[src/hw/flip_pkg.sv]
package flip_pkg;

    // Default core dimensions
    localparam int NUM_SPIN_DEF = 16;
    localparam int SPIN_DEPTH_DEF = 2;
    localparam int ENERGY_BIT_DEF = 16;
    localparam int ICON_DEPTH_DEF = 16;

    // One extra bit so the address one past the last icon fits
    localparam int ICON_ADDR_BIT_DEF = $clog2(ICON_DEPTH_DEF) + 1;
    localparam int SLOT_BIT_DEF = (SPIN_DEPTH_DEF > 1) ? $clog2(SPIN_DEPTH_DEF) : 1;

    // One bit per spin
    typedef logic [NUM_SPIN_DEF-1:0] spin_t;

    // Total Hamiltonian energy where lower is better
    typedef logic signed [ENERGY_BIT_DEF-1:0] energy_t;

    typedef logic [ICON_ADDR_BIT_DEF-1:0] icon_addr_t;

    // Spin FIFO slot index
    typedef logic [SLOT_BIT_DEF-1:0] slot_t;

endpackage

[src/hw/spin_push_if.sv]
`timescale 1ns/1ps

interface spin_push_if #(
    parameter int NUM_SPIN = flip_pkg::NUM_SPIN_DEF
);

    logic                valid;
    logic [NUM_SPIN-1:0] spin;
    // Keep the slot's previous occupant instead of spin
    logic                push_none;
    logic                ready;

    modport source (
        output valid,
        output spin,
        output push_none,
        input  ready
    );

    modport sink (
        input  valid,
        input  spin,
        input  push_none,
        output ready
    );

endinterface

[src/hw/energy_fifo_maintainer.sv]
`timescale 1ns/1ps

module energy_fifo_maintainer #(
    parameter int NUM_SPIN         = flip_pkg::NUM_SPIN_DEF,
    parameter int SPIN_DEPTH       = flip_pkg::SPIN_DEPTH_DEF,
    parameter int ENERGY_TOTAL_BIT = flip_pkg::ENERGY_BIT_DEF
) (
    input  logic                               clk_i,
    input  logic                               rst_n_i,
    input  logic                               en_i,
    input  logic                               flush_i,
    input  logic                               en_comparison_i,

    input  logic                               energy_valid_i,
    input  logic signed [ENERGY_TOTAL_BIT-1:0] energy_i,
    input  logic        [NUM_SPIN-1:0]         spin_i,
    output logic                               energy_ready_o,

    spin_push_if.source                        push
);

    localparam int SLOT_BIT = (SPIN_DEPTH > 1) ? $clog2(SPIN_DEPTH) : 1;

    typedef logic signed [ENERGY_TOTAL_BIT-1:0] energy_val_t;
    typedef logic [SLOT_BIT-1:0] slot_idx_t;
    typedef logic [NUM_SPIN-1:0] spin_vec_t;

    localparam energy_val_t ENERGY_MAX = {1'b0, {(ENERGY_TOTAL_BIT-1){1'b1}}};
    localparam slot_idx_t LAST_SLOT = slot_idx_t'(SPIN_DEPTH - 1);

    // Best energy seen so far for each FIFO slot
    energy_val_t best_q [SPIN_DEPTH];
    slot_idx_t   slot_q;

    logic        push_valid_q;
    spin_vec_t   push_spin_q;
    logic        push_none_q;

    logic        accept;
    logic        take_new;

    // Only take an energy when its push can go out right behind it
    assign energy_ready_o = en_i & push.ready;
    assign accept = energy_valid_i & energy_ready_o;

    // Lower energy wins, without comparison the newest spin always wins
    assign take_new = !en_comparison_i || (energy_i < best_q[slot_q]);

    always_ff @(posedge clk_i or negedge rst_n_i) begin
        if (!rst_n_i) begin
            push_valid_q <= 1'b0;
            slot_q <= '0;
            for (int i = 0; i < SPIN_DEPTH; i++) begin
                best_q[i] <= ENERGY_MAX;
            end
        end else if (flush_i) begin
            push_valid_q <= 1'b0;
            slot_q <= '0;
            for (int i = 0; i < SPIN_DEPTH; i++) begin
                best_q[i] <= ENERGY_MAX;
            end
        end else begin
            if (accept) begin
                push_valid_q <= 1'b1;
                // Slots come back in the order they were popped
                slot_q <= (slot_q == LAST_SLOT) ? '0 : slot_q + 1'b1;
                if (take_new) begin
                    best_q[slot_q] <= energy_i;
                end
            end else if (push.ready) begin
                push_valid_q <= 1'b0;
            end
        end
    end

    always_ff @(posedge clk_i) begin
        if (accept) begin
            push_spin_q <= spin_i;
            push_none_q <= !take_new;
        end
    end

    assign push.valid     = push_valid_q;
    assign push.spin      = push_spin_q;
    assign push.push_none = push_none_q;

    // A pending push keeps its payload until the spin FIFO takes it
    a_push_hold : assert property (
        @(posedge clk_i) disable iff (!rst_n_i || flush_i)
        push.valid && !push.ready |=>
            push.valid && $stable(push.spin) && $stable(push.push_none)
    );

endmodule

[src/hw/flip_engine.sv]
`timescale 1ns/1ps

module flip_engine #(
    parameter int NUM_SPIN        = flip_pkg::NUM_SPIN_DEF,
    parameter int FLIP_ICON_DEPTH = flip_pkg::ICON_DEPTH_DEF,
    localparam int ICON_ADDR_BIT  = $clog2(FLIP_ICON_DEPTH) + 1
) (
    input  logic                     clk_i,
    input  logic                     rst_n_i,
    input  logic                     cmpt_en_i,
    input  logic                     flush_i,
    input  logic                     flip_disable_i,

    input  logic                     prev_spin_valid_i,
    input  logic [NUM_SPIN-1:0]      prev_spin_i,
    output logic                     prev_spin_ready_o,

    output logic                     flipped_spin_valid_o,
    output logic [NUM_SPIN-1:0]      flipped_spin_o,
    input  logic                     flipped_spin_ready_i,

    output logic                     flip_ren_o,
    output logic [ICON_ADDR_BIT-1:0] flip_raddr_o,
    input  logic [NUM_SPIN-1:0]      flip_rdata_i,
    input  logic [ICON_ADDR_BIT-1:0] icon_last_raddr_plus_one_i,
    output logic                     icon_finish_o
);

    typedef logic [NUM_SPIN-1:0] spin_vec_t;
    typedef logic [ICON_ADDR_BIT-1:0] icon_addr_vec_t;

    // High from computation start until the icon range runs out
    logic           active_q;
    icon_addr_vec_t raddr_q;
    icon_addr_vec_t raddr_inc;
    logic           last_icon;

    logic           s1_valid_q;
    logic           s1_fresh_q;
    logic           s1_flip_q;
    spin_vec_t      s1_spin_q;
    spin_vec_t      s1_data;
    logic           out_valid_q;
    spin_vec_t      out_spin_q;

    logic           s1_move;
    logic           accept;

    assign s1_move = s1_valid_q & (~out_valid_q | flipped_spin_ready_i);
    assign prev_spin_ready_o = ~s1_valid_q | s1_move;
    assign accept = prev_spin_valid_i & prev_spin_ready_o;

    assign raddr_inc = raddr_q + 1'b1;
    assign last_icon = (raddr_inc == icon_last_raddr_plus_one_i);
    assign flip_ren_o = accept & active_q;
    assign flip_raddr_o = raddr_q;
    assign icon_finish_o = flip_ren_o & last_icon;

    // Icon data sits on the bus only in the cycle after the read
    assign s1_data = (s1_fresh_q && s1_flip_q) ? (s1_spin_q ^ flip_rdata_i) : s1_spin_q;

    assign flipped_spin_valid_o = out_valid_q;
    assign flipped_spin_o = out_spin_q;

    always_ff @(posedge clk_i or negedge rst_n_i) begin
        if (!rst_n_i) begin
            active_q <= 1'b0;
            raddr_q <= '0;
            s1_valid_q <= 1'b0;
            s1_fresh_q <= 1'b0;
            out_valid_q <= 1'b0;
        end else if (flush_i) begin
            active_q <= 1'b0;
            raddr_q <= '0;
            s1_valid_q <= 1'b0;
            s1_fresh_q <= 1'b0;
            out_valid_q <= 1'b0;
        end else begin
            if (icon_finish_o) begin
                active_q <= 1'b0;
            end else if (cmpt_en_i) begin
                active_q <= 1'b1;
            end
            if (flip_ren_o) begin
                raddr_q <= last_icon ? '0 : raddr_inc;
            end
            if (accept) begin
                s1_valid_q <= 1'b1;
            end else if (s1_move) begin
                s1_valid_q <= 1'b0;
            end
            s1_fresh_q <= accept;
            if (s1_move) begin
                out_valid_q <= 1'b1;
            end else if (flipped_spin_ready_i) begin
                out_valid_q <= 1'b0;
            end
        end
    end

    always_ff @(posedge clk_i) begin
        if (accept) begin
            s1_spin_q <= prev_spin_i;
            // Disabled flips still consume an icon address
            s1_flip_q <= active_q & ~flip_disable_i;
        end else if (s1_fresh_q) begin
            // Stalled, so fold the icon in before it is gone
            s1_spin_q <= s1_data;
        end
        if (s1_move) begin
            out_spin_q <= s1_data;
        end
    end

    a_raddr_in_range : assert property (
        @(posedge clk_i) disable iff (!rst_n_i || flush_i)
        active_q |-> flip_raddr_o < icon_last_raddr_plus_one_i
    );

endmodule

[src/hw/flip_manager.sv]
`timescale 1ns/1ps

module flip_manager #(
    parameter int NUM_SPIN         = flip_pkg::NUM_SPIN_DEF,
    parameter int SPIN_DEPTH       = flip_pkg::SPIN_DEPTH_DEF,
    parameter int ENERGY_TOTAL_BIT = flip_pkg::ENERGY_BIT_DEF,
    parameter int FLIP_ICON_DEPTH  = flip_pkg::ICON_DEPTH_DEF,
    localparam int ICON_ADDR_BIT   = $clog2(FLIP_ICON_DEPTH) + 1
) (
    input  logic                                clk_i,
    input  logic                                rst_n_i,
    input  logic                                en_i,
    input  logic                                flush_i,
    input  logic                                en_comparison_i,
    input  logic                                cmpt_en_i,
    input  logic                                host_readout_i,
    input  logic                                flip_disable_i,
    output logic                                cmpt_idle_o,

    input  logic                                spin_configure_valid_i,
    input  logic                                spin_configure_push_none_i,
    input  logic [NUM_SPIN-1:0]                 spin_configure_i,
    output logic                                spin_configure_ready_o,

    output logic                                spin_pop_valid_o,
    output logic [NUM_SPIN-1:0]                 spin_pop_o,
    input  logic                                spin_pop_ready_i,

    input  logic                                energy_valid_i,
    input  logic signed [ENERGY_TOTAL_BIT-1:0]  energy_i,
    input  logic [NUM_SPIN-1:0]                 spin_i,
    output logic                                energy_ready_o,

    output logic                                flip_ren_o,
    output logic [ICON_ADDR_BIT-1:0]            flip_raddr_o,
    input  logic [ICON_ADDR_BIT-1:0]            icon_last_raddr_plus_one_i,
    input  logic [NUM_SPIN-1:0]                 flip_rdata_i,

    output logic                                energy_fifo_update_o,
    output logic                                spin_fifo_update_o,
    output logic [SPIN_DEPTH-1:0][NUM_SPIN-1:0] spin_fifo_o
);

    logic                cmpt_busy;
    logic                icon_finish;
    logic                prev_spin_valid;
    logic [NUM_SPIN-1:0] prev_spin;
    logic                prev_spin_ready;

    spin_push_if #(.NUM_SPIN(NUM_SPIN)) energy_push ();
    spin_push_if #(.NUM_SPIN(NUM_SPIN)) fifo_push ();

    // Host loads the FIFO while idle, returned spins own it while busy
    assign fifo_push.valid     = cmpt_busy ? energy_push.valid : spin_configure_valid_i;
    assign fifo_push.spin      = cmpt_busy ? energy_push.spin : spin_configure_i;
    assign fifo_push.push_none = cmpt_busy ? energy_push.push_none : spin_configure_push_none_i;
    assign energy_push.ready   = fifo_push.ready & cmpt_busy;
    assign spin_configure_ready_o = fifo_push.ready & ~cmpt_busy;

    assign cmpt_idle_o = ~cmpt_busy;
    assign energy_fifo_update_o = energy_valid_i & energy_ready_o;
    assign spin_fifo_update_o = fifo_push.valid & fifo_push.ready;

    energy_fifo_maintainer #(
        .NUM_SPIN        (NUM_SPIN),
        .SPIN_DEPTH      (SPIN_DEPTH),
        .ENERGY_TOTAL_BIT(ENERGY_TOTAL_BIT)
    ) u_energy_fifo_maintainer (
        .clk_i          (clk_i),
        .rst_n_i        (rst_n_i),
        .en_i           (en_i),
        .flush_i        (flush_i),
        .en_comparison_i(en_comparison_i),
        .energy_valid_i (energy_valid_i),
        .energy_i       (energy_i),
        .spin_i         (spin_i),
        .energy_ready_o (energy_ready_o),
        .push           (energy_push)
    );

    spin_fifo_maintainer #(
        .NUM_SPIN  (NUM_SPIN),
        .SPIN_DEPTH(SPIN_DEPTH)
    ) u_spin_fifo_maintainer (
        .clk_i           (clk_i),
        .rst_n_i         (rst_n_i),
        .en_i            (en_i),
        .flush_i         (flush_i),
        .cmpt_en_i       (cmpt_en_i),
        .icon_finish_i   (icon_finish),
        .host_readout_i  (host_readout_i),
        .push            (fifo_push),
        .spin_pop_valid_o(prev_spin_valid),
        .spin_pop_o      (prev_spin),
        .spin_pop_ready_i(prev_spin_ready),
        .cmpt_busy_o     (cmpt_busy),
        .spin_fifo_o     (spin_fifo_o)
    );

    flip_engine #(
        .NUM_SPIN       (NUM_SPIN),
        .FLIP_ICON_DEPTH(FLIP_ICON_DEPTH)
    ) u_flip_engine (
        .clk_i                     (clk_i),
        .rst_n_i                   (rst_n_i),
        .cmpt_en_i                 (cmpt_en_i),
        .flush_i                   (flush_i),
        .flip_disable_i            (flip_disable_i),
        .prev_spin_valid_i         (prev_spin_valid),
        .prev_spin_i               (prev_spin),
        .prev_spin_ready_o         (prev_spin_ready),
        .flipped_spin_valid_o      (spin_pop_valid_o),
        .flipped_spin_o            (spin_pop_o),
        .flipped_spin_ready_i      (spin_pop_ready_i),
        .flip_ren_o                (flip_ren_o),
        .flip_raddr_o              (flip_raddr_o),
        .flip_rdata_i              (flip_rdata_i),
        .icon_last_raddr_plus_one_i(icon_last_raddr_plus_one_i),
        .icon_finish_o             (icon_finish)
    );

endmodule

[src/hw/spin_fifo_maintainer.sv]
`timescale 1ns/1ps

module spin_fifo_maintainer #(
    parameter int NUM_SPIN   = flip_pkg::NUM_SPIN_DEF,
    parameter int SPIN_DEPTH = flip_pkg::SPIN_DEPTH_DEF
) (
    input  logic                                clk_i,
    input  logic                                rst_n_i,
    input  logic                                en_i,
    input  logic                                flush_i,
    input  logic                                cmpt_en_i,
    input  logic                                icon_finish_i,
    input  logic                                host_readout_i,

    spin_push_if.sink                           push,

    output logic                                spin_pop_valid_o,
    output logic [NUM_SPIN-1:0]                 spin_pop_o,
    input  logic                                spin_pop_ready_i,

    output logic                                cmpt_busy_o,
    output logic [SPIN_DEPTH-1:0][NUM_SPIN-1:0] spin_fifo_o
);

    localparam int SLOT_BIT = (SPIN_DEPTH > 1) ? $clog2(SPIN_DEPTH) : 1;
    localparam int CNT_BIT = $clog2(SPIN_DEPTH + 1);

    typedef logic [NUM_SPIN-1:0] spin_vec_t;
    typedef logic [SLOT_BIT-1:0] slot_idx_t;
    typedef logic [CNT_BIT-1:0] fill_cnt_t;
    typedef enum logic [1:0] {ST_IDLE, ST_RUN, ST_DRAIN} state_t;

    localparam slot_idx_t LAST_SLOT = slot_idx_t'(SPIN_DEPTH - 1);
    localparam fill_cnt_t FULL = fill_cnt_t'(SPIN_DEPTH);

    spin_vec_t mem [SPIN_DEPTH];
    slot_idx_t rd_ptr_q;
    slot_idx_t wr_ptr_q;
    fill_cnt_t cnt_q;
    fill_cnt_t cnt_d;
    logic      ready_q;
    state_t    state_q;
    state_t    state_d;
    logic      push_hs;
    logic      pop_hs;

    assign push.ready = ready_q;
    assign push_hs = push.valid & ready_q;
    assign pop_hs = spin_pop_valid_o & spin_pop_ready_i;

    // No pops while draining, so every spin in flight can find its way home
    assign spin_pop_valid_o = en_i && (cnt_q != '0) &&
        ((state_q == ST_RUN) || (state_q == ST_IDLE && host_readout_i));
    assign spin_pop_o = mem[rd_ptr_q];
    assign cmpt_busy_o = (state_q != ST_IDLE);

    always_comb begin
        cnt_d = cnt_q;
        if (push_hs && !pop_hs) begin
            cnt_d = cnt_q + 1'b1;
        end else if (pop_hs && !push_hs) begin
            cnt_d = cnt_q - 1'b1;
        end
    end

    always_comb begin
        state_d = state_q;
        case (state_q)
            ST_IDLE:  if (cmpt_en_i && cnt_q == FULL) state_d = ST_RUN;
            ST_RUN:   if (icon_finish_i) state_d = ST_DRAIN;
            ST_DRAIN: if (cnt_q == FULL) state_d = ST_IDLE;
            default:  state_d = ST_IDLE;
        endcase
    end

    always_ff @(posedge clk_i or negedge rst_n_i) begin
        if (!rst_n_i) begin
            state_q <= ST_IDLE;
            cnt_q <= '0;
            rd_ptr_q <= '0;
            wr_ptr_q <= '0;
            ready_q <= 1'b0;
        end else if (flush_i) begin
            state_q <= ST_IDLE;
            cnt_q <= '0;
            rd_ptr_q <= '0;
            wr_ptr_q <= '0;
            ready_q <= 1'b0;
        end else begin
            state_q <= state_d;
            cnt_q <= cnt_d;
            // Registered ready looks at next cycle's fill level
            ready_q <= en_i && (cnt_d != FULL);
            if (pop_hs) begin
                rd_ptr_q <= (rd_ptr_q == LAST_SLOT) ? '0 : rd_ptr_q + 1'b1;
            end
            if (push_hs) begin
                wr_ptr_q <= (wr_ptr_q == LAST_SLOT) ? '0 : wr_ptr_q + 1'b1;
            end
        end
    end

    // Popped slot is not reused until its own result comes back,
    // so push_none just leaves the old spin where it is
    always_ff @(posedge clk_i) begin
        if (push_hs && !push.push_none) begin
            mem[wr_ptr_q] <= push.spin;
        end
    end

    // Contents listed oldest first
    always_comb begin
        logic [SLOT_BIT:0] idx;
        for (int i = 0; i < SPIN_DEPTH; i++) begin
            idx = {1'b0, rd_ptr_q} + (SLOT_BIT + 1)'(i);
            if (idx >= (SLOT_BIT + 1)'(SPIN_DEPTH)) begin
                idx = idx - (SLOT_BIT + 1)'(SPIN_DEPTH);
            end
            spin_fifo_o[i] = mem[slot_idx_t'(idx)];
        end
    end

    a_no_push_full : assert property (
        @(posedge clk_i) disable iff (!rst_n_i || flush_i)
        push_hs |-> (cnt_q != FULL) || pop_hs
    );

    // Pointers must still show stored data whenever a spin leaves
    a_no_pop_empty : assert property (
        @(posedge clk_i) disable iff (!rst_n_i || flush_i)
        pop_hs |-> (rd_ptr_q != wr_ptr_q) || (cnt_q == FULL)
    );

endmodule

[config.mk]
export PLATFORM = sky130hd
export DESIGN_NAME = flip_manager
export DESIGN_NICKNAME = d
export VERILOG_FILES = /design/src/hw/flip_pkg.sv /design/src/hw/spin_push_if.sv /design/src/hw/energy_fifo_maintainer.sv /design/src/hw/flip_engine.sv /design/src/hw/flip_manager.sv /design/src/hw/spin_fifo_maintainer.sv
export SDC_FILE = /design/constraint.sdc
export NUM_CORES = 1
export LEC_CHECK = 0
export BUFFER_PORTS_ARGS = -buffer_cell sky130_fd_sc_hd__clkbuf_2
export CORE_ASPECT_RATIO = 0.6
export CORE_MARGIN = 2
export CORE_UTILIZATION = 40
export DETAILED_ROUTE_END_ITERATION = 8
export PLACE_DENSITY = 0.71
export SETUP_SLACK_MARGIN = 0.2
export SLEW_MARGIN = 15
export SYNTH_ARGS = -nofsm -noshare
export SYNTH_HDL_FRONTEND = slang
export SYNTH_HIERARCHICAL = 1
export SYNTH_SLANG_ARGS = --single-unit
[constraint.sdc]
create_clock -name clk_i -period 3.4 [get_ports clk_i]
set_input_delay 0.51 -clock clk_i [delete_from_list [all_inputs] [get_ports clk_i]]
set_output_delay 0.51 -clock clk_i [all_outputs]
set_load 0.02 [all_outputs]
==> results of run 1 <==
## placed cells by master, fill, tap and decap left out, drive strengths merged, types with 2 or more instances in the layout
cell type	Yosys	routed
nand4	2	2
clkinv	0	3
mux2i	49	49
nand3b	4	4
xnor2	22	22
dfrtp	20	20
nand2b	5	5
nor4	3	3
nor2	106	106
nand2	31	31
a21oi	13	13
and3	2	2
and2	7	7
inv	11	21
o2bb2ai	2	2
edfxtp	82	82
nand3	12	12
nor3b	2	2
nor2b	2	2
xor2	5	5
nor3	5	5
o211ai	3	3
ha	18	18
clkbuf	12	157
dfstp	30	30
mux2	54	54
buf	25	9
clkinvlp	0	2
or2	2	2
## layout make-up
class,instances,area [um2],share of cell area (%)
Clock inverter,15,156,1.90
Inverter,11,41.3,0.502
Clock buffer,17,425,5.18
Timing Repair Buffer,149,768,9.35
Multi-Input combinational cell,364,2790,34.0
Sequential cell,132,3750,45.6
Tap cell,228,285,3.47
## cells by family after synthesis
group	after synthesis	share of synthesized area (%)
AND/OR/NAND/NOR	183	12.7
flip-flops	132	54.8
multiplexers	103	17.1
buffers and inverters	48	4.52
AO/OA/AOI/OAI	32	3.81
XOR/XNOR	27	3.57
adder cells (fa/ha/maj)	19	3.46
## worst max-delay path by stage
stage / slack [ns] / to / startpoint / cells past startpoint
2_1_floorplan: 0.52 / u_spin_fifo_maintainer/mem[1][0]$_DFFE_PP_ / u_spin_fifo_maintainer/state_q[0]$_DFFE_PN0P_ / 4
5_1_grt: 0.30 / u_energy_fifo_maintainer/best_q[13]$_DFFE_PN1P_ / u_energy_fifo_maintainer/slot_q$_DFFE_PN0N_ / 8
3_5_place_dp: 0.49 / u_energy_fifo_maintainer/best_q[13]$_DFFE_PN1P_ / u_energy_fifo_maintainer/slot_q$_DFFE_PN0N_ / 8
3_3_place_gp: 0.66 / u_energy_fifo_maintainer/best_q[15]$_DFFE_PN0P_ / u_energy_fifo_maintainer/slot_q$_DFFE_PN0N_ / 8
6_report: 0.50 / u_energy_fifo_maintainer/best_q[14]$_DFFE_PN1P_ / u_energy_fifo_maintainer/slot_q$_DFFE_PN0N_ / 8
4_1_cts: 0.49 / u_energy_fifo_maintainer/best_q[13]$_DFFE_PN1P_ / u_energy_fifo_maintainer/slot_q$_DFFE_PN0N_ / 8
## worst register-to-register path: cells and delay by family (launching register included)
kind	cells	cell delay (ns)
DFF	1	0.83
muxes	2	0.48
and+or+nand+nor	2	0.48
AOI/OAI and AO/OA	2	0.46
buffers and inverters	1	0.29
adders and majority gates	1	0.29
## flip-flops by register name (all words and copies together) (netlist names), 2 cells and up
| name | cells |
|---|---|
| u_energy_fifo_maintainer/best_q | 32 |
| u_spin_fifo_maintainer/mem | 32 |
| u_energy_fifo_maintainer/push.spin | 16 |
| u_flip_engine/flipped_spin_o | 16 |
| u_flip_engine/s1_spin_q | 16 |
| u_flip_engine/flip_raddr_o | 5 |
| u_spin_fifo_maintainer/cnt_q | 2 |
| u_spin_fifo_maintainer/state_q | 2 |
## metal layers
metal  vias to the layer above  global-route usage [%]  share of wire, %
met5                         -                       0                 0
met1                      2195                    23.9                50
li1                       2173                       -                 -
met3                        13                    4.29               4.5
met4                         0                    5.45              0.92
met2                       119                    26.7                45
## metrics by stage
step / instances / setup slack (ns) / cell area, um2
floorplan: 544 / 0.519 / 6840
global placement: 884 / 0.663 / 7640
detailed placement: 884 / 0.495 / 7640
CTS: 916 / 0.489 / 8220
global route: 916 / 0.305 / 8220
finish: 916 / 0.497 / 8220
## synth_stat cells (2+ instances only)
cell type,n
sky130_fd_sc_hd__o211ai_1,3
sky130_fd_sc_hd__xor2_1,4
sky130_fd_sc_hd__nand3b_1,3
sky130_fd_sc_hd__ha_1,18
sky130_fd_sc_hd__nand2b_1,5
sky130_fd_sc_hd__nand3_1,9
sky130_fd_sc_hd__xnor2_1,22
sky130_fd_sc_hd__and2_1,6
sky130_fd_sc_hd__buf_4,16
sky130_fd_sc_hd__nor2_1,105
sky130_fd_sc_hd__o2bb2ai_1,2
sky130_fd_sc_hd__nor2b_1,2
sky130_fd_sc_hd__buf_6,3
sky130_fd_sc_hd__nor4_1,2
sky130_fd_sc_hd__nor3b_1,2
sky130_fd_sc_hd__mux2_2,34
sky130_fd_sc_hd__buf_12,2
sky130_fd_sc_hd__dfrtp_1,20
sky130_fd_sc_hd__mux2_4,19
sky130_fd_sc_hd__dfstp_2,30
sky130_fd_sc_hd__a21oi_1,12
sky130_fd_sc_hd__and3_1,2
sky130_fd_sc_hd__mux2i_1,49
sky130_fd_sc_hd__nand2_1,29
sky130_fd_sc_hd__nand3_4,2
sky130_fd_sc_hd__nand2_2,2
sky130_fd_sc_hd__buf_2,3
sky130_fd_sc_hd__inv_2,2
sky130_fd_sc_hd__inv_1,9
sky130_fd_sc_hd__edfxtp_1,82
sky130_fd_sc_hd__nor3_1,5
sky130_fd_sc_hd__clkbuf_1,11
sky130_fd_sc_hd__nand4_1,2
## where the power goes
group          switching, uW  leakage, uW  internal [uW]
clock                    801     0.000281            982
sequential              54.5      0.00133           1850
combinational            492      0.00196            345
total                   1350      0.00357           3180
==> flow_summary.ini, run 1 <==
[timing]
post-route-min-period_ns = 2.90
rsz0062_at_grt = no
finalHoldWorstSlack_ns = 0.225
max_freq_ghz = 0.344
slew_viol_final = 0
skew_ns = 0.0135
worstMarginPinSlew_ns = 0.778
setup_viol = 0
hold_violations = 0
final_min_period_over_clock_period_pct = 85.4
final.setup.tns_ns = 0
max-slew-margin-rel_pct = 48.2

[global_routing]
grt_max_degree = 51
initial_antenna_violation_count = 0
track_usage_pct = 17.2
grt_overflow = 0
grt_pass1_vias = 4608
grt_pass1_wl_mm = 24.5

[job]
max_cap_violations = 0

[synth]
ys_async_sr_fraction_pct = 37.9
postSynthNetCount = 643
ys_types = 60
synth_ff_type = sky130_fd_sc_hd__edfxtp_1
synth_warnings = 6
yosys.area.top_type = sky130_fd_sc_hd__edfxtp_1
average_footprint_of_a_synthesized_cell_um2 = 12.6
synthesis.instances = 544
synth_sequential_area_ratio_pct = 54.8
most_area_consuming_cells_after_synthesis = sky130_fd_sc_hd__edfxtp_1, sky130_fd_sc_hd__dfstp_2, sky130_fd_sc_hd__dfrtp_1, sky130_fd_sc_hd__mux2i_1, sky130_fd_sc_hd__nor2_1
synth.top_cell.area_share_pct = 36.0
synth.cell_area_um2 = 6840
synth_seq_cells = 132
synth_edf_count = 82

[clocking]
postCtsSetupRepairBufs = 0
max_h_tree_level = 4
cts_tree = built
number_of_buffers_inserted_during_clock_tree_synthesis = 17
ctsRootBufferMaster = sky130_fd_sc_hd__clkbuf_16
buffers_from_clock_root_to_sink_at_most = 2
path_clk_slew_ns = 0.06
cts-resized-gates = 0
cts-hold-fix-buffers = 0
insertion_delay_ns = 0.41
clock-sinks = 132

[critical_path]
crit_chain = buf_4, mux2i_1, ha_1, a21oi_1, nand3_1, a21oi_1, nand3_4, mux2i_1
worst-endpoint-required_ns = 3.73
end_kind = flop
crit_type = flop to flop
r2r_setup_slack_ns = 0.50
worst-path-buf-inv = 1
regToRegStartpoint = u_energy_fifo_maintainer/slot_q$_DFFE_PN0N_
crit_path_top_delay_cell = sky130_fd_sc_hd__dfrtp_1
timing.rr.end = u_energy_fifo_maintainer/best_q[14]$_DFFE_PN1P_
start_kind = flop
worst_ep_arrival_time_ns = 3.23
cp_max_fo = 16
rr_worst_depth = 8
slowest_stage_delay_cp_ns = 0.83
crit_family = flip-flops

[power_and_ir_drop]
p_leak_uw = 0.00357
power.density_nw_per_um2 = 551
total_power_uw = 4520
irDropWorstVdd_mv = 0.319

[route]
detailedRoute.firstPassIterationCount = 4
via_per_inst = 4.91
detail_route.drc_violations = 0
detailedRoute.firstIterationViolations = 309
ant_nets = 0
routedWlPerCell_um = 16.8
vias = 4500
totalWireLength_mm = 15.4

[floorplanning]
area_of_the_core_um2 = 16500
start_util_pct = 41.5
io-pin-count = 141
die_w_um = 173
die-height_um = 105
area_of_the_die_um2 = 18200
floorplan.rows = 36

[placed_design]
port_buffers = 140
place_congestion = 0.795
dpl.hpwl_mm = 11.3

[layout]
fillerInstances = 1457
n_antenna_cell = 0
final_util_pct = 49.8
fin_nets = 774
syn2layout_area_growth_pct = 20.1
drive_gt1_share_pct = 41.4

[status]
status = finished, final reports clean

[hold_path]
hold_path.class = primary input to async pin
No activity file was read; power rests on OpenSTA's default activity.
==> run 2, diff against run 1 <==
MAX_ROUTING_LAYER = met4   (was default)
==> flow_summary.ini, run 2 (synthesis results as in run 1) <==
[route]
ant_nets = 0
via_per_inst = 4.87
detail_route.drc_violations = 0
totalWireLength_mm = 15.3
vias = 4460
routedWlPerCell_um = 16.7
detailedRoute.firstPassIterationCount = 5
detailedRoute.firstIterationViolations = 315

[clocking]
postCtsSetupRepairBufs = 0
clock-sinks = 132
insertion_delay_ns = 0.41
cts_tree = built
buffers_from_clock_root_to_sink_at_most = 2
ctsRootBufferMaster = sky130_fd_sc_hd__clkbuf_16
cts-resized-gates = 0
cts-hold-fix-buffers = 0
number_of_buffers_inserted_during_clock_tree_synthesis = 17
max_h_tree_level = 4
path_clk_slew_ns = 0.06

[timing]
max-slew-margin-rel_pct = 48.4
hold_violations = 0
setup_viol = 0
post-route-min-period_ns = 2.90
skew_ns = 0.0148
final_min_period_over_clock_period_pct = 85.3
final.setup.tns_ns = 0
worstMarginPinSlew_ns = 0.775
slew_viol_final = 0
setup_ws_ns = 0.501
rsz0062_at_grt = no
max_freq_ghz = 0.345

[layout]
ff_latch_area_um2 = 3750
fin_nets = 774
drive_gt1_share_pct = 41.4
layout_commonest_cell = sky130_fd_sc_hd__clkbuf_2
largest_registers = u_energy_fifo_maintainer/best_q (32), u_spin_fifo_maintainer/mem (32)
fillerInstances = 1457
n_antenna_cell = 0
final_util_pct = 49.8
multi_input_logic_area_um2 = 2790
most_frequent_cells_in_the_layout = sky130_fd_sc_hd__clkbuf_2, sky130_fd_sc_hd__nor2_1, sky130_fd_sc_hd__edfxtp_1
syn2layout_area_growth_pct = 20.1

[floorplanning]
area_of_the_core_um2 = 16500
start_util_pct = 41.5
die_w_um = 173
area_of_the_die_um2 = 18200
die-height_um = 105
io-pin-count = 141
floorplan.rows = 36

[critical_path]
worst_ep_arrival_time_ns = 3.22
crit_type = flop to flop
crit_chain = buf_4, mux2i_1, ha_1, a21oi_1, nand3_1, a21oi_1, nand3_4, mux2i_1
slowest_stage_delay_cp_ns = 0.83
end_kind = flop
worstSetupStartpoint = u_energy_fifo_maintainer/slot_q$_DFFE_PN0N_
worst-endpoint-required_ns = 3.73
regToRegStartpoint = u_energy_fifo_maintainer/slot_q$_DFFE_PN0N_
cp_max_fo = 16
start_kind = flop
crit_path_top_delay_cell = sky130_fd_sc_hd__dfrtp_1

[power_and_ir_drop]
p_sw_share_pct = 29.7
power_switching_uw = 1340
combPwrFrac_pct = 18.5
power.density_nw_per_um2 = 550
power.share.sequential_pct = 42.1
power_frac_clock_pct = 39.4
irDropWorstVdd_mv = 0.318
p_leak_uw = 0.00357
power_report.internal_total_uw = 3180

[placed_design]
pre_cts_slack_ns = 0.495
dpl.hpwl_mm = 11.3
port_buffers = 140
place_congestion = 0.806

[job]
max_cap_violations = 0

[global_routing]
initial_antenna_violation_count = 0
track_usage_pct = 17.8
grt_overflow = 0
grt_pass1_wl_mm = 24.5
grt_pass1_vias = 4598
grt_max_degree = 51

[hold_path]
hold_path.class = primary input to async pin

[status]
status = finished, final reports clean
[run 2: cell counts in the layout (fill, tap and decap cells not counted)]
Identical to the previous run, type by type.
[run 2: critical path, delay by kind of cell, from the launching register on]
family	cells	cell delay [ns]
multiplexers	2	0.48
buffers and inverters	1	0.29
flip-flops	1	0.83
AND/OR/NAND/NOR	2	0.47
adder cells (fa/ha/maj)	1	0.29
AO/OA/AOI/OAI	2	0.46
[run 2: cell type report]
type / count / area share [%]
Sequential cell: 132 / 45.6
Multi-Input combinational cell: 364 / 34.0
Timing Repair Buffer: 149 / 9.35
Clock buffer: 17 / 5.18
Tap cell: 228 / 3.47
Clock inverter: 15 / 1.90
Inverter: 11 / 0.502
[run 2: power groups by stage]
stage          logic (uW)  clock network (uW)  registers, uW
3_3_place_gp          807                   0           1930
2_1_floorplan         599                   0           1940
3_5_place_dp          835                   0           1940
4_1_cts               842                1830           1900
5_1_grt               905                1900           1910
6_report              834                1780           1900
[run 2: metrics by stage]
stage | cell area [um2] | power [uW] | cells | hold WS [ns]
2_1_floorplan | 6840 | 2540 | 544 | 0.214
3_3_place_gp | 7640 | 2730 | 884 | 0.492
3_5_place_dp | 7640 | 2770 | 884 | 0.523
4_1_cts | 8220 | 4570 | 916 | 0.232
5_1_grt | 8220 | 4720 | 916 | 0.244
6_report | 8220 | 4520 | 916 | 0.225
[run 2: worst paths after layout]
kind                                                                   end  slack (ns)  cells past startpoint
max reg2reg                u_energy_fifo_maintainer/best_q[14]$_DFFE_PN1P_        0.50                      8
min in group clk_i         u_energy_fifo_maintainer/push.spin[0]$_DFFE_PP_        0.27                      1
min reg2reg                u_energy_fifo_maintainer/best_q[21]$_DFFE_PN1P_        0.53                      2
max                        u_energy_fifo_maintainer/best_q[14]$_DFFE_PN1P_        0.50                      8
min                        u_energy_fifo_maintainer/push.valid$_DFFE_PN0P_        0.22                      2
max in group asynchronous      u_spin_fifo_maintainer/push.ready$_DFF_PN0_        2.75                      2
[run 2: routing by layer]
metal  global-route usage [%]  wire length [um]
met5                        -                 0
met4                     5.08               131
met3                     4.40               701
met2                     26.6              6850
met1                     24.2              7640
==> run 3, diff against run 2 <==
clock period = 2.81 ns   (was 3.4 ns; I/O delays follow)
==> flow_summary.ini, run 3 (synthesis results as in run 1) <==
[clocking]
path_clk_slew_ns = 0.06
insertion_delay_ns = 0.43
buffers_from_clock_root_to_sink_at_most = 2
max_h_tree_level = 4
number_of_buffers_inserted_during_clock_tree_synthesis = 17
clock-sinks = 132
cts-hold-fix-buffers = 0
cts_tree = built
ctsRootBufferMaster = sky130_fd_sc_hd__clkbuf_16

[power_and_ir_drop]
combPwrFrac_pct = 18.4
power_report.internal_total_uw = 3950
power.density_nw_per_um2 = 671
power.share.sequential_pct = 41.2
p_leak_uw = 0.00363
irDropWorstVdd_mv = 0.306
power_switching_uw = 1650
p_sw_share_pct = 29.5
power_frac_clock_pct = 40.5

[timing]
hold_violations = 0
post-route-min-period_ns = 2.55
rsz0062_at_grt = yes
worstMarginPinSlew_ns = 0.733
max_freq_ghz = 0.392
final.setup.tns_ns = 0
max-slew-margin-rel_pct = 51.1
setup_viol = 0
slew_viol_final = 0
skew_ns = 0.00899
final_min_period_over_clock_period_pct = 90.7

[route]
totalWireLength_mm = 15.6
routedWlPerCell_um = 17.0
detailedRoute.firstIterationViolations = 460
vias = 4533
via_per_inst = 4.92
ant_nets = 0
detailedRoute.firstPassIterationCount = 6
detail_route.drc_violations = 0

[critical_path]
end_kind = output port
cp_max_fo = 6
worst-endpoint-required_ns = 2.39
crit_type = flop to output port
worst_ep_arrival_time_ns = 2.13
start_kind = flop

[layout]
syn2layout_area_growth_pct = 21.9
n_antenna_cell = 0
fin_nets = 780
drive_gt1_share_pct = 42.5
largest_registers = u_energy_fifo_maintainer/best_q (32), u_spin_fifo_maintainer/mem (32)
postLayoutCellArea_um2 = 8340
layout_commonest_cell = sky130_fd_sc_hd__clkbuf_2
most_frequent_cells_in_the_layout = sky130_fd_sc_hd__clkbuf_2, sky130_fd_sc_hd__nor2_1, sky130_fd_sc_hd__edfxtp_1

[global_routing]
grt_overflow = 0
track_usage_pct = 18.2
grt_max_degree = 51
grt_pass1_vias = 4662
initial_antenna_violation_count = 0
grt_pass1_wl_mm = 25.0

[placed_design]
port_buffers = 140
place_congestion = 0.846
dpl.hpwl_mm = 11.3
place_area_um2 = 7660

[floorplanning]
area_of_the_die_um2 = 18200
area_of_the_core_um2 = 16500
io-pin-count = 141
start_util_pct = 41.5
floorplan.rows = 36
die_w_um = 173
die-height_um = 105

[job]
max_cap_violations = 0

[status]
status = finished, final reports clean

[hold_path]
hold_path.class = primary input to async pin
## run 3: critical path, cell delays in order (launching register included)
cell                       delay (ns)
sky130_fd_sc_hd__dfrtp_1         0.39
sky130_fd_sc_hd__inv_1           0.11
sky130_fd_sc_hd__ha_1            0.20
sky130_fd_sc_hd__o21bai_4        0.19
sky130_fd_sc_hd__nor3b_2         0.29
sky130_fd_sc_hd__nand3_2         0.18
sky130_fd_sc_hd__inv_2           0.15
sky130_fd_sc_hd__clkbuf_2        0.18
## run 3: power by group through the flow
stage	logic, uW	registers (uW)	clock network (uW)
floorplan	727	2350	0
global placement	988	2330	0
detailed placement	1020	2340	0
CTS	1030	2300	2310
global route	1110	2310	2400
finish	1030	2300	2260
## run 3: final timing paths
kind	from	to	slack, ns	depth (start not counted)
worst max-delay path	u_spin_fifo_maintainer/cnt_q[0]$_DFF_PN0_	flip_ren_o	0.26	7
worst min-delay path	rst_n_i	u_energy_fifo_maintainer/push.valid$_DFFE_PN0P_	0.12	2
worst max register to register	u_energy_fifo_maintainer/slot_q$_DFFE_PN0N_	u_energy_fifo_maintainer/best_q[7]$_DFFE_PN1P_	0.37	9
worst min register to register	u_spin_fifo_maintainer/state_q[1]$_DFFE_PN0P_	u_spin_fifo_maintainer/state_q[0]$_DFFE_PN0P_	0.51	1
max in group asynchronous	rst_n_i	u_spin_fifo_maintainer/state_q[0]$_DFFE_PN0P_	2.23	2
min in group clk_i	spin_i[1]	u_energy_fifo_maintainer/push.spin[1]$_DFFE_PP_	0.17	1
## run 3: layer usage
layer / GRT usage (%) / routed length [um]
met4: 7.75 / 329
met1: 25.5 / 7850
met5: - / 0
met2: 25.0 / 6660
met3: 4.73 / 799
## run 3: stage by stage
step                total power (uW)  worst slack [ns]  hold WS, ns  cells  utilization [%]
floorplan                       3070             0.376        0.126    544                -
global placement                3320             0.456        0.486    886             46.5
global route                    5830             0.158        0.156    922             50.6
CTS                             5640             0.194        0.126    918             50.2
detailed placement              3350             0.286        0.506    886             46.5
finish                          5590             0.262        0.123    922             50.6
## run 3: timing repair
action                                  in CTS  in global routing
resized for setup                            2                  4
pin swaps                                    0                  2
endpoints found under the setup margin       2                 34
buffers inserted                             0                  4
## run 3: layout make-up
class	instances	area [um2]
fillers	1465	8150
flip-flops and latches	132	3750
multi-input cells	364	2800
repair buffers	155	858
clock buffers	17	425
well taps	228	285
clock inverters	15	176
inverters	11	41.3
